$ cat config.mk
export PLATFORM = sky130hd
export DESIGN_NAME = parking_lot_top
export DESIGN_NICKNAME = d
export VERILOG_FILES = /design/src/hw/parking_pkg.sv /design/src/hw/elevator_controller.sv /design/src/hw/order_queue.sv /design/src/hw/parking_lot_top.sv /design/src/hw/slot_table.sv /design/src/hw/spot_finder.sv
export SDC_FILE = /design/constraint.sdc
export NUM_CORES = 1
export LEC_CHECK = 0
export BUFFER_PORTS_ARGS = -buffer_cell sky130_fd_sc_hd__buf_2
export CAP_MARGIN = 20
export CORE_MARGIN = 5
export CORE_UTILIZATION = 55
export DETAILED_ROUTE_END_ITERATION = 12
export MAX_ROUTING_LAYER = met4
export PLACE_DENSITY_LB_ADDON = 0.12
export SLEW_MARGIN = 40
export SYNTH_ARGS = -nofsm -noshare
export SYNTH_HDL_FRONTEND = slang
export SYNTH_SLANG_ARGS = --single-unit
export TNS_END_PERCENT = 10
$ cat constraint.sdc
create_clock -name clock -period 9.1 [get_ports clock]
set_clock_uncertainty 0.05 [all_clocks]
set_input_delay 1.82 -clock clock [delete_from_list [all_inputs] [get_ports clock]]
set_output_delay 1.82 -clock clock [all_outputs]
set_load 0.005 [all_outputs]
$ cat src/hw/parking_pkg.sv
// Parking tower package
// Tower geometry, plate and fee types, result codes and elevator states
`default_nettype none

package parking_pkg;

	// Tower geometry
	localparam int num_floors  = 7;  // Storage floors above the entrance
	localparam int num_slots   = 14; // Two spots per storage floor
	localparam int queue_depth = 8;

	// Plate top nibble codes for the fee classes
	localparam logic [3:0] handicap_code = 4'd9;
	localparam logic [3:0] hybrid_code   = 4'd8;

	typedef logic [15:0] plate_t; // Zero marks an empty spot
	typedef logic [2:0]  floor_t;
	typedef logic [3:0]  slot_t;  // Floor times two plus place, right is 1
	typedef logic [7:0]  fee_t;
	typedef logic [1:0]  status_t;

	// Result codes
	localparam status_t status_ok        = 2'd0;
	localparam status_t status_full      = 2'd1;
	localparam status_t status_not_found = 2'd2;

	typedef enum logic [2:0] {
		st_idle,   // Waiting at floor 0 for an order
		st_up,
		st_dock,   // Loading or unloading at the target spot
		st_down,
		st_report
	} elev_state_t;

endpackage

`default_nettype wire

$ cat src/hw/elevator_controller.sv
// Elevator controller
// Takes one order at a time, travels to its spot and back, and reports the result
`timescale 1ns/1ps
`default_nettype none

module elevator_controller import parking_pkg::*; (
	input  wire     clock,
	input  wire     reset,
	input  wire     head_valid,
	input  wire     head_retrieve,
	input  plate_t  head_plate,
	input  slot_t   find_slot,
	input  wire     find_hit,
	input  fee_t    slot_fee,
	output logic    head_pop,
	output logic    park_en,
	output logic    clear_en,
	output slot_t   wr_slot,
	output plate_t  park_plate,
	output logic    done_valid,
	output plate_t  done_plate,
	output slot_t   done_slot,
	output status_t done_status,
	output fee_t    done_fee
);

	elev_state_t state;
	floor_t      floor;

	// Order held for the trip
	plate_t  plate_q;
	logic    retrieve_q;
	slot_t   slot_q;
	status_t status_q;
	fee_t    fee_q;
	floor_t  target;

	assign target = slot_q[3:1];

	always_ff @(posedge clock or posedge reset) begin
		if (reset) begin
			state <= st_idle;
			floor <= '0;
		end else begin
			case (state)
				st_idle:
					if (head_valid)
						state <= find_hit ? st_up : st_report; // Misses skip the trip
				st_up: begin
					floor <= floor + 1'b1;
					if (floor + 1'b1 == target)
						state <= st_dock;
				end
				st_dock:
					state <= st_down;
				st_down: begin
					floor <= floor - 1'b1;
					if (floor == floor_t'(1))
						state <= st_report;
				end
				st_report:
					state <= st_idle;
				default:
					state <= st_idle;
			endcase
		end
	end

	always_ff @(posedge clock) begin
		if (head_pop) begin
			plate_q    <= head_plate;
			retrieve_q <= head_retrieve;
			slot_q     <= find_slot;
			fee_q      <= '0;
			if (find_hit)
				status_q <= status_ok;
			else
				status_q <= head_retrieve ? status_not_found : status_full;
		end
		if (clear_en)
			fee_q <= slot_fee; // Fee of the car leaving its spot
	end

	assign head_pop   = (state == st_idle) && head_valid;
	assign park_en    = (state == st_dock) && !retrieve_q;
	assign clear_en   = (state == st_dock) && retrieve_q;
	assign wr_slot    = slot_q;
	assign park_plate = plate_q;

	assign done_valid  = (state == st_report);
	assign done_plate  = plate_q;
	assign done_slot   = slot_q;
	assign done_status = status_q;
	assign done_fee    = fee_q;

	// Climbing never starts from the top floor, and results go out from floor 0
	a_floor_limit: assert property (@(posedge clock) disable iff (reset)
		state == st_up |-> floor < num_floors);
	a_home_floor: assert property (@(posedge clock) disable iff (reset)
		state inside {st_idle, st_report} |-> floor == '0);

endmodule

`default_nettype wire

$ cat src/hw/order_queue.sv
// Order queue
// Four-phase order intake into an eight-entry FIFO for the elevator
`timescale 1ns/1ps
`default_nettype none

module order_queue import parking_pkg::*; (
	input  wire    clock,
	input  wire    reset,
	input  wire    order_req,
	input  wire    order_retrieve,
	input  plate_t order_plate,
	input  wire    head_pop,
	output logic   order_ack,
	output logic   head_valid,
	output logic   head_retrieve,
	output plate_t head_plate
);

	plate_t plate_mem [queue_depth];
	logic   retrieve_mem [queue_depth];

	logic [$clog2(queue_depth)-1:0] wr_ptr, rd_ptr;
	logic [$clog2(queue_depth+1)-1:0] count;
	logic taken;  // Current request already stored, waiting for handshake to close
	logic full;
	logic push;

	assign full = (count == queue_depth);
	assign push = order_req && !taken && !full; // Full queue holds off the ack

	// Handshake and pointers
	always_ff @(posedge clock or posedge reset) begin
		if (reset) begin
			taken     <= 1'b0;
			order_ack <= 1'b0;
			wr_ptr    <= '0;
			rd_ptr    <= '0;
			count     <= '0;
		end else begin
			if (push)
				taken <= 1'b1;
			else if (!order_req)
				taken <= 1'b0;
			order_ack <= order_req && taken; // Drops once the requester drops req

			if (push)
				wr_ptr <= wr_ptr + 1'b1;
			if (head_pop)
				rd_ptr <= rd_ptr + 1'b1;
			if (push && !head_pop)
				count <= count + 1'b1;
			else if (head_pop && !push)
				count <= count - 1'b1;
		end
	end

	always_ff @(posedge clock) begin
		if (push) begin
			plate_mem[wr_ptr]    <= order_plate;
			retrieve_mem[wr_ptr] <= order_retrieve;
		end
	end

	assign head_valid    = (count != 0);
	assign head_retrieve = retrieve_mem[rd_ptr];
	assign head_plate    = plate_mem[rd_ptr];

	// Elevator only pops a present entry, and the count stays in range
	a_pop_valid: assert property (@(posedge clock) disable iff (reset) head_pop |-> head_valid);
	a_count_range: assert property (@(posedge clock) disable iff (reset) count <= queue_depth);

endmodule

`default_nettype wire

$ cat src/hw/parking_lot_top.sv
// Parking tower top
// Order queue, spot finder, slot table and elevator controller
`timescale 1ns/1ps
`default_nettype none

module parking_lot_top import parking_pkg::*; (
	input  wire     clock,
	input  wire     reset,
	input  wire     order_req,
	input  wire     order_retrieve,
	input  plate_t  order_plate,
	output logic    order_ack,
	output logic    done_valid,
	output plate_t  done_plate,
	output slot_t   done_slot,
	output status_t done_status,
	output fee_t    done_fee
);

	logic   head_valid;
	logic   head_retrieve;
	plate_t head_plate;
	logic   head_pop;
	slot_t  find_slot;
	logic   find_hit;
	logic   park_en;
	logic   clear_en;
	slot_t  wr_slot;
	plate_t park_plate;
	fee_t   slot_fee;
	plate_t slot_plates [num_slots];

	order_queue u_queue (
		.clock          (clock),
		.reset          (reset),
		.order_req      (order_req),
		.order_retrieve (order_retrieve),
		.order_plate    (order_plate),
		.head_pop       (head_pop),
		.order_ack      (order_ack),
		.head_valid     (head_valid),
		.head_retrieve  (head_retrieve),
		.head_plate     (head_plate)
	);

	spot_finder u_finder (
		.head_retrieve (head_retrieve),
		.head_plate    (head_plate),
		.slot_plates   (slot_plates),
		.find_slot     (find_slot),
		.find_hit      (find_hit)
	);

	slot_table u_table (
		.clock       (clock),
		.reset       (reset),
		.park_en     (park_en),
		.clear_en    (clear_en),
		.wr_slot     (wr_slot),
		.park_plate  (park_plate),
		.slot_plates (slot_plates),
		.slot_fee    (slot_fee)
	);

	elevator_controller u_elevator (
		.clock         (clock),
		.reset         (reset),
		.head_valid    (head_valid),
		.head_retrieve (head_retrieve),
		.head_plate    (head_plate),
		.find_slot     (find_slot),
		.find_hit      (find_hit),
		.slot_fee      (slot_fee),
		.head_pop      (head_pop),
		.park_en       (park_en),
		.clear_en      (clear_en),
		.wr_slot       (wr_slot),
		.park_plate    (park_plate),
		.done_valid    (done_valid),
		.done_plate    (done_plate),
		.done_slot     (done_slot),
		.done_status   (done_status),
		.done_fee      (done_fee)
	);

endmodule

`default_nettype wire

$ cat src/hw/slot_table.sv
// Slot table
// Plate storage for every spot and a saturating fee counter per spot
`timescale 1ns/1ps
`default_nettype none

module slot_table import parking_pkg::*; (
	input  wire    clock,
	input  wire    reset,
	input  wire    park_en,
	input  wire    clear_en,
	input  slot_t  wr_slot,
	input  plate_t park_plate,
	output plate_t slot_plates [num_slots],
	output fee_t   slot_fee
);

	fee_t  fees [num_slots];
	fee_t  rates [num_slots];
	slot_t wr_idx;

	// Fee per clock from the plate's top nibble
	function automatic fee_t rate_of(input plate_t plate);
		if (plate[15:12] == handicap_code)
			return fee_t'(0);
		else if (plate[15:12] == hybrid_code)
			return fee_t'(1);
		return fee_t'(2);
	endfunction

	assign wr_idx = wr_slot - slot_t'(2); // Floor 0 holds no spots

	always_comb begin
		for (int i = 0; i < num_slots; i++)
			rates[i] = rate_of(slot_plates[i]);
	end

	// Occupancy
	always_ff @(posedge clock or posedge reset) begin
		if (reset) begin
			for (int i = 0; i < num_slots; i++)
				slot_plates[i] <= '0;
		end else begin
			for (int i = 0; i < num_slots; i++) begin
				if (park_en && wr_idx == slot_t'(i))
					slot_plates[i] <= park_plate;
				else if (clear_en && wr_idx == slot_t'(i))
					slot_plates[i] <= '0;
			end
		end
	end

	// Counters stop one step below overflow, at the top multiple of the rate
	always_ff @(posedge clock) begin
		for (int i = 0; i < num_slots; i++) begin
			if (park_en && wr_idx == slot_t'(i))
				fees[i] <= '0;
			else if (slot_plates[i] != '0 && fees[i] <= fee_t'(8'hff) - rates[i])
				fees[i] <= fees[i] + rates[i];
		end
	end

	assign slot_fee = (wr_idx < num_slots) ? fees[wr_idx] : '0;

	a_one_write: assert property (@(posedge clock) disable iff (reset) !(park_en && clear_en));

endmodule

`default_nettype wire

$ cat src/hw/spot_finder.sv
// Spot finder
// Picks the park spot for the head order, or finds the spot holding its plate
`timescale 1ns/1ps
`default_nettype none

module spot_finder import parking_pkg::*; (
	input  wire    head_retrieve,
	input  plate_t head_plate,
	input  plate_t slot_plates [num_slots],
	output slot_t  find_slot,
	output logic   find_hit
);

	always_comb begin
		find_slot = '0;
		find_hit  = 1'b0;
		if (head_retrieve) begin
			// Plate match over the whole tower
			for (int i = 0; i < num_slots; i++) begin
				if (!find_hit && head_plate != '0 && slot_plates[i] == head_plate) begin
					find_hit  = 1'b1;
					find_slot = slot_t'(i + 2);
				end
			end
		end else begin
			// Odd plates on odd floors, even plates on even floors, lowest first
			for (int f = 1; f <= num_floors; f++) begin
				if (!find_hit && f[0] == head_plate[0]) begin
					if (slot_plates[2*f-2] == '0) begin // Left spot
						find_hit  = 1'b1;
						find_slot = slot_t'(2*f);
					end else if (slot_plates[2*f-1] == '0) begin
						find_hit  = 1'b1;
						find_slot = slot_t'(2*f + 1);
					end
				end
			end
		end
	end

endmodule

`default_nettype wire
Word-level counts from Yosys, hierarchy flattened
Memory sizes are Yosys's and may differ from the RTL's.
Index checks and enable logic that the tools add are counted.
W data, S select, Z words.
{"block": "word_totals", "memories": 3, "output_inout_bits": 32, "ram_bits": 248, "reg_bits": 273, "wordCells": 607, "inputBits": 20}
{"block": "op_classes", "n_eq_ne": 66, "n_bitwise": 15, "order_cmp": 15, "n_reduce_logical": 157, "addsub": 35, "mux": 290}
{"name": "u_queue.plate_mem", "depth": 8, "width": 16, "read_ports": 1, "rd_clocked_by_memory_dff": 0, "wr": 1, "line": "order_queue.sv:19", "source": "plate_t plate_mem [queue_depth];"}
{"name": "u_table.fees", "depth": 14, "width": 8, "read_ports": 15, "rd_clocked_by_memory_dff": 0, "wr": 14, "line": "slot_table.sv:17", "source": "fee_t fees [num_slots];"}
{"name": "u_queue.retrieve_mem", "depth": 8, "width": 1, "read_ports": 1, "rd_clocked_by_memory_dff": 0, "wr": 1, "line": "order_queue.sv:20", "source": "logic retrieve_mem [queue_depth];"}
{"operator": "$mux W8", "n": 59}
{"operator": "$mux W16", "n": 28}
{"operator": "$reduce_bool A16 Y1", "n": 15}
{"operator": "$eq A16 B16 Y1", "n": 14}
{"operator": "$logic_not A16 Y1", "n": 14}
{"operator": "$mux W1", "n": 157}
{"operator": "$mux W4", "n": 37}
{"operator": "$eq A4 B4 Y1 const B", "n": 35}
{"operator": "$add A8 B8 Y8", "n": 14}
{"operator": "$le A8 B8 Y1", "n": 14}
{"operator": "$sub A8 B8 Y8 const A", "n": 14}
{"operator": "$logic_and A1 B1 Y1", "n": 83}
{"operator": "$reduce_bool A2 Y1", "n": 17}
{"operator": "$logic_not A1 Y1", "n": 24}
{"operator": "$eq A4 B3 Y1 const B", "n": 4}
{"operator": "$or A1 B1 Y1", "n": 14}
{"operator": "$mux W3", "n": 4}
{"operator": "$pmux W3 S4", "n": 1}
{"operator": "$add A3 B1 Y3 const B", "n": 3}
{"operator": "$eq A4 B2 Y1 const B", "n": 2}
{"operator": "$ne A2 B1 Y1 const B", "n": 4}
{"operator": "$eq A3 B1 Y1 const B", "n": 2}
{"operator": "$eq A3 B2 Y1 const B", "n": 2}
{"operator": "$mux W2", "n": 3}
{"operator": "other kinds (14)", "n": 14}

Longest topological paths before layout
An unclocked memory read counts as a cell.
{"block": "logic_depth", "word_depth": 73, "depth_mapped": 15, "mapped_depth_nobuf": 12}

Cells and area by module
From an unflattened synthesis, not the netlist that was laid out.
{"block": "hier_totals", "hier_cells": 2239, "area_unflattened_um2": 27804.2}
{"mod": "slot_table", "cells_each": 1399, "seq_area_each_um2": 8968.6, "instances": 1, "area_per_inst_um2": 16583.4}
{"mod": "order_queue", "cells_each": 264, "seq_area_each_um2": 4384.2, "instances": 1, "area_per_inst_um2": 5893.2}
{"mod": "spot_finder", "cells_each": 470, "seq_area_each_um2": 0.0, "instances": 1, "area_per_inst_um2": 3748.6}
{"mod": "elevator_controller", "cells_each": 106, "seq_area_each_um2": 1081.0, "instances": 1, "area_per_inst_um2": 1579.0}

Least setup slack after synthesis
Ideal clock, no wire load.
{"block": "synth_timing", "path_type": "flip-flop to flip-flop", "startpoint": "reg u_elevator.state[1]", "endpoint": "reg u_queue.count[3]", "arrival_time_ps": 4712, "slack_ps": 4213, "setup_ps": 125, "synth_period_minus_slack_ps": 4887, "stages_incl_launch_ff": 12, "path_cell_list": "dfrtp_1 -> clkbuf_1 -> nor4_1 -> inv_1 -> ha_1 -> inv_1 -> ha_1 -> a21o_1 -> a21oi_1 -> xnor2_1 -> nor2_1 -> xor2_1"}
{"block": "synth_between", "elab_chain_cells": 5}
{"element": "start, declared", "line": "elevator_controller.sv:27", "source": "elev_state_t state;"}
{"element": "start signal, assigned", "line": "elevator_controller.sv:42", "source": "state <= st_idle;"}
{"element": "start signal, assigned", "line": "elevator_controller.sv:48", "source": "state <= find_hit ? st_up : st_report;"}
{"element": "start signal, assigned", "line": "elevator_controller.sv:52", "source": "state <= st_dock;"}
{"element": "$logic_not A3 Y1 *", "line": "elevator_controller.sv:84", "source": "assign head_pop = (state == st_idle) && head_valid;"}
{"element": "$logic_and A1 B1 Y1 *", "line": "elevator_controller.sv:84"}
{"element": "via head_pop", "line": "parking_lot_top.sv:23", "source": "logic head_pop;"}
{"element": "$logic_not A1 Y1", "line": "order_queue.sv:50", "source": "if (push && !head_pop)"}
{"element": "$logic_and A1 B1 Y1", "line": "order_queue.sv:50"}
{"element": "$mux W4 or $reduce_bool A2 Y1 (tied branches)"}
{"element": "end signal, assigned", "line": "order_queue.sv:51", "source": "count <= count + 1'b1;"}
{"element": "end signal, assigned", "line": "order_queue.sv:53", "source": "count <= count - 1'b1;"}
{"element": "end, declared", "line": "order_queue.sv:23", "source": "logic [$clog2(queue_depth+1)-1:0] count;"}
Mark *: on every way through the listed nets, which the timed path passes. The rest lies on a longest branch.
A chain may end at the register's enable or synchronous reset.

Worst setup path in the final report
{"block": "layout_timing", "startpoint": "reg u_queue.rd_ptr[0]", "endpoint": "reg u_elevator.slot_q[3], in the netlist u_elevator.done_slot[3] (data pin)"}
{"block": "layout_between", "elab_chain_cells": 70}
{"element": "start, declared", "line": "order_queue.sv:22", "source": "logic [$clog2(queue_depth)-1:0] wr_ptr, rd_ptr;"}
{"element": "start signal, assigned", "line": "order_queue.sv:49", "source": "rd_ptr <= rd_ptr + 1'b1;"}
{"element": "$mem_v2 Z8 W16 *"}
{"element": "via head_plate[13]", "line": "parking_lot_top.sv:22", "source": "plate_t head_plate;"}
{"element": "$eq A16 B16 Y1 or $reduce_bool A16 Y1 (tied branches)", "line": "spot_finder.sv:20", "source": "if (!find_hit && head_plate != '0 && slot_plates[i] == head_plate) begin"}
{"element": "$logic_and A1 B1 Y1", "line": "spot_finder.sv:20"}
{"element": "$mux W1", "line": "spot_finder.sv:20"}
{"element": "$mux W1", "line": "spot_finder.sv:17", "source": "if (head_retrieve) begin"}
{"element": "$logic_not A1 Y1", "line": "spot_finder.sv:20"}
{"element": "$logic_and A1 B1 Y1 (2 in series)", "line": "spot_finder.sv:20"}
{"element": "[53 not listed]"}
{"element": "$logic_and A1 B1 Y1 (2 in series)", "line": "spot_finder.sv:20"}
{"element": "$mux W1", "line": "spot_finder.sv:20"}
{"element": "$mux W1", "line": "spot_finder.sv:17"}
{"element": "$logic_not A1 Y1", "line": "spot_finder.sv:20"}
{"element": "$logic_and A1 B1 Y1 (2 in series)", "line": "spot_finder.sv:20"}
{"element": "$mux W4 *", "line": "spot_finder.sv:20"}
{"element": "$mux W4 *", "line": "spot_finder.sv:17"}
{"element": "via find_slot[3]", "line": "parking_lot_top.sv:24", "source": "slot_t find_slot;"}
{"element": "end signal, assigned", "line": "elevator_controller.sv:73", "source": "slot_q <= find_slot;"}
{"element": "end, declared", "line": "elevator_controller.sv:33", "source": "slot_t slot_q;"}
Mark *: on every way through the listed nets, which the timed path passes. The rest lies on a longest branch. The select of a mux whose other input is x is not followed.

==> results.tsv <==
metric	value	unit
Port Buffers	51	
DRT antenna net count	0	
Hold Crit Depth	1	
clock tree root buffer cell	clkbuf_16	
Critical Path Fanout Max	46	
EDFF count, synth	279	
placed inst area	28460	sq um
Synth Flop Type	edfxtp_1	
Async S/R FF share, synth	0.4645	
reg-to-reg endpoint	u_elevator.done_slot[3]	
Syn Area/Cell	10.40	sq um
VDD IR max	0.2695	mV
Distinct cells, synth	75	
Slew Limit Fails	0	
# IOs	52	
DP Wirelength	58.82	mm
number of antenna violations at the first check in global routing	1	
Max Cap Violations	0	
hold-fix buffers at CTS	0	
critical path data arrival time	5410	ps
Wirelength per Cell	25.27	um
Syn Nets	2742	
worst hold start	u_queue.taken	
CTS Sinks	521	
DIE AREA	54780	sq um
largest net degree at the start of global routing	124	
Rel. slew slack	0.4526	
worst slew pin tran	814.8	ps
via count	21099	
final setup fails	0	
synth warn	0	
Vias/cell	6.252	
Fin Setup TNS	0	ps
CTS Buf Count	55	
clock transition at the registers of the reported paths	60	ps
fmax	200.5	MHz
Placeable Area	49860	sq um
Final GP Congestion	0.9937	
period utilisation layout	0.5480	
hold crit path type	flip-flop to flip-flop	
Syn-to-layout area delta	10.44	%
RSZ-0062 raised after global routing	no	
CTS-repair resized insts	0	
Initial DRT Pass Iterations	5	
initial core utilization	0.5537	
Yosys reg bits	521	
Fin. Hold Viols	0	
number of global-route vias before repair	20295	
CTS tree	yes	
Placement Setup Slack	4141	ps
total congestion overflow	0	
Crit Reg-Reg Startpoint	u_queue.rd_ptr[0]	
CTS H-tree depth	2	
final wirelength	85.27	mm
DIE HEIGHT	234.1	um
drt initial violations	2221	
worst setup path class	flip-flop to flip-flop	
leading cell type in the layout, fill and taps excluded	o21ai_0	
Clk Latency, worst-skew pair	650	ps
global routing usage summed across all routing layers	0.3206	
Setup crit end kind	flip-flop	
R2R Setup Slk	4110	ps
Die X	234.1	um
first-pass GRT wire length	127.4	mm
Leakage	12.35	nW
# DRC	0	
result of the run	finished clean	
clk buf depth	3	
Mapped Cells	2656	
Worst setup SP type	flip-flop	
FF-to-FF path depth	11	
most frequent cells in the layout	o21ai_0, nand2_1, edfxtp_1	
# rows	82	
Synth Cell Area	27610	sq um
Design Power	13.93	mW
final instance area	30490	sq um
Tmin final	4987	ps
layout cell share with drive strength beyond 1	0.1132	
sequential share of the synthesized area	0.5228	
Post-CTS Setup Inserts	0	
PwrDens	456.8	nW/um^2
WP data required	9520	ps
Final nets	2741	
Final WS setup	4113	ps
Min-Delay Endpoint	u_queue.order_ack	
## worst max-delay path, cell delays in order (launching register included)
cell and delay (ps):
dfrtp_2 600, buf_4 670, mux2_2 440, o22ai_4 580
nor2_1 320, or4_1 530, or4_4 510, nor2_8 190
a21oi_2 70, nor4b_2 240, or3b_1 400, a21oi_1 160
## stage by stage
stage	hold slack (ps)	instances	utilization
2_1_floorplan	413.2	2656	-
3_3_place_gp	433.1	3269	0.5681
3_5_place_dp	439.8	3269	0.5708
4_1_cts	454.6	3373	0.6111
5_1_grt	477.5	3375	0.6115
6_report	450.4	3375	0.6115
## cells in the mapped netlist (9+ instances only)
cell type | instances | share of area
o21bai_1 | 14 | 0.0038
or2_2 | 20 | 0.0045
or3_1 | 108 | 0.024
nand2_1 | 333 | 0.045
nand4_1 | 91 | 0.021
a22o_1 | 17 | 0.0054
clkbuf_1 | 103 | 0.014
nor2_1 | 174 | 0.024
edfxtp_1 | 279 | 0.30
nand2b_1 | 25 | 0.0057
buf_6 | 10 | 0.0041
nand3_1 | 38 | 0.0069
mux2_2 | 17 | 0.0069
ha_1 | 51 | 0.023
inv_1 | 113 | 0.015
dfrtp_1 | 242 | 0.22
buf_2 | 12 | 0.0022
nor4_1 | 66 | 0.015
a21o_1 | 16 | 0.0044
xor2_1 | 116 | 0.037
a211oi_1 | 16 | 0.0044
mux4_2 | 29 | 0.024
o21ai_1 | 12 | 0.0022
or4_1 | 13 | 0.0035
fa_1 | 15 | 0.011
a21oi_1 | 15 | 0.0027
xnor2_1 | 84 | 0.027
nor3_1 | 48 | 0.0087
mux2i_1 | 54 | 0.020
o21ai_0 | 358 | 0.065
nor2b_1 | 46 | 0.010
nand4b_1 | 9 | 0.0029
o2111ai_1 | 9 | 0.0029
## metal layers
| metal | up-vias | global-route usage | part of all wire |
|---|---|---|---|
| li1 | 9501 | - | - |
| met1 | 10424 | 0.4429 | 0.42 |
| met2 | 948 | 0.4798 | 0.45 |
| met3 | 226 | 0.05449 | 0.084 |
| met4 | 0 | 0.1244 | 0.046 |
| met5 | - | - | 0 |
## worst max-delay path by stage
stage	start	cells after the start	slack, ps	to
floorplan	reset	1	590	u_elevator.floor[0]
global placement	u_queue.rd_ptr[0]	10	3930	u_elevator.done_slot[3]
detailed placement	u_queue.rd_ptr[0]	11	4140	u_elevator.done_slot[0]
CTS	u_queue.rd_ptr[0]	11	4110	u_elevator.done_slot[0]
global route	u_queue.rd_ptr[0]	11	3950	u_elevator.done_slot[3]
finish	u_queue.rd_ptr[0]	11	4110	u_elevator.done_slot[3]
## cell families (layout without fill, tap and decap cells)
logic type / Yosys count / count (layout) / synth area share
and+or+nand+nor: 1003 / 1003 / 0.1810
DFF: 521 / 521 / 0.5228
AOI/OAI and AO/OA: 502 / 502 / 0.1046
other: 0 / 1 / 0
xor gates and xnor gates: 200 / 200 / 0.06344
adders and majority gates: 66 / 66 / 0.03399
buffers and inverters: 255 / 301 / 0.04011
muxes: 109 / 109 / 0.05411
## where the power goes
| part | total, mW | internal, mW | leakage (nW) | switching [mW] |
|---|---|---|---|---|
| Sequential | 4.82 | 3.74 | 5.97 | 1.08 |
| Clock | 2.45 | 1.46 | 0.974 | 0.995 |
| Combinational | 6.66 | 2.39 | 5.40 | 4.26 |
## final cells by class
class                           instances  area [sq um]
Tap cell                              672         840.8
Timing Repair Buffer                   83         505.5
Multi-Input combinational cell       1880         12260
Clock inverter                         25         375.4
Sequential cell                       521         14440
Inverter                              114         440.4
Fill cell                            4103         19370
Antenna cell                            1         2.502
Clock buffer                           79          1632
## sequential cells by signal, indices dropped and copies added, names as in the netlist
register and flops:
u_elevator.done_fee 8, u_elevator.done_plate 16, u_elevator.done_slot 4, u_elevator.done_status 2, u_elevator.floor 3, u_elevator.retrieve_q 1, u_elevator.state 3, u_queue.count 4
u_queue.order_ack 1, u_queue.plate_mem 128, u_queue.rd_ptr 3, u_queue.retrieve_mem 8, u_queue.taken 1, u_queue.wr_ptr 3, u_table.fees 112, u_table.slot_plates 224
Note: power is estimated with default switching activity, not from simulation.
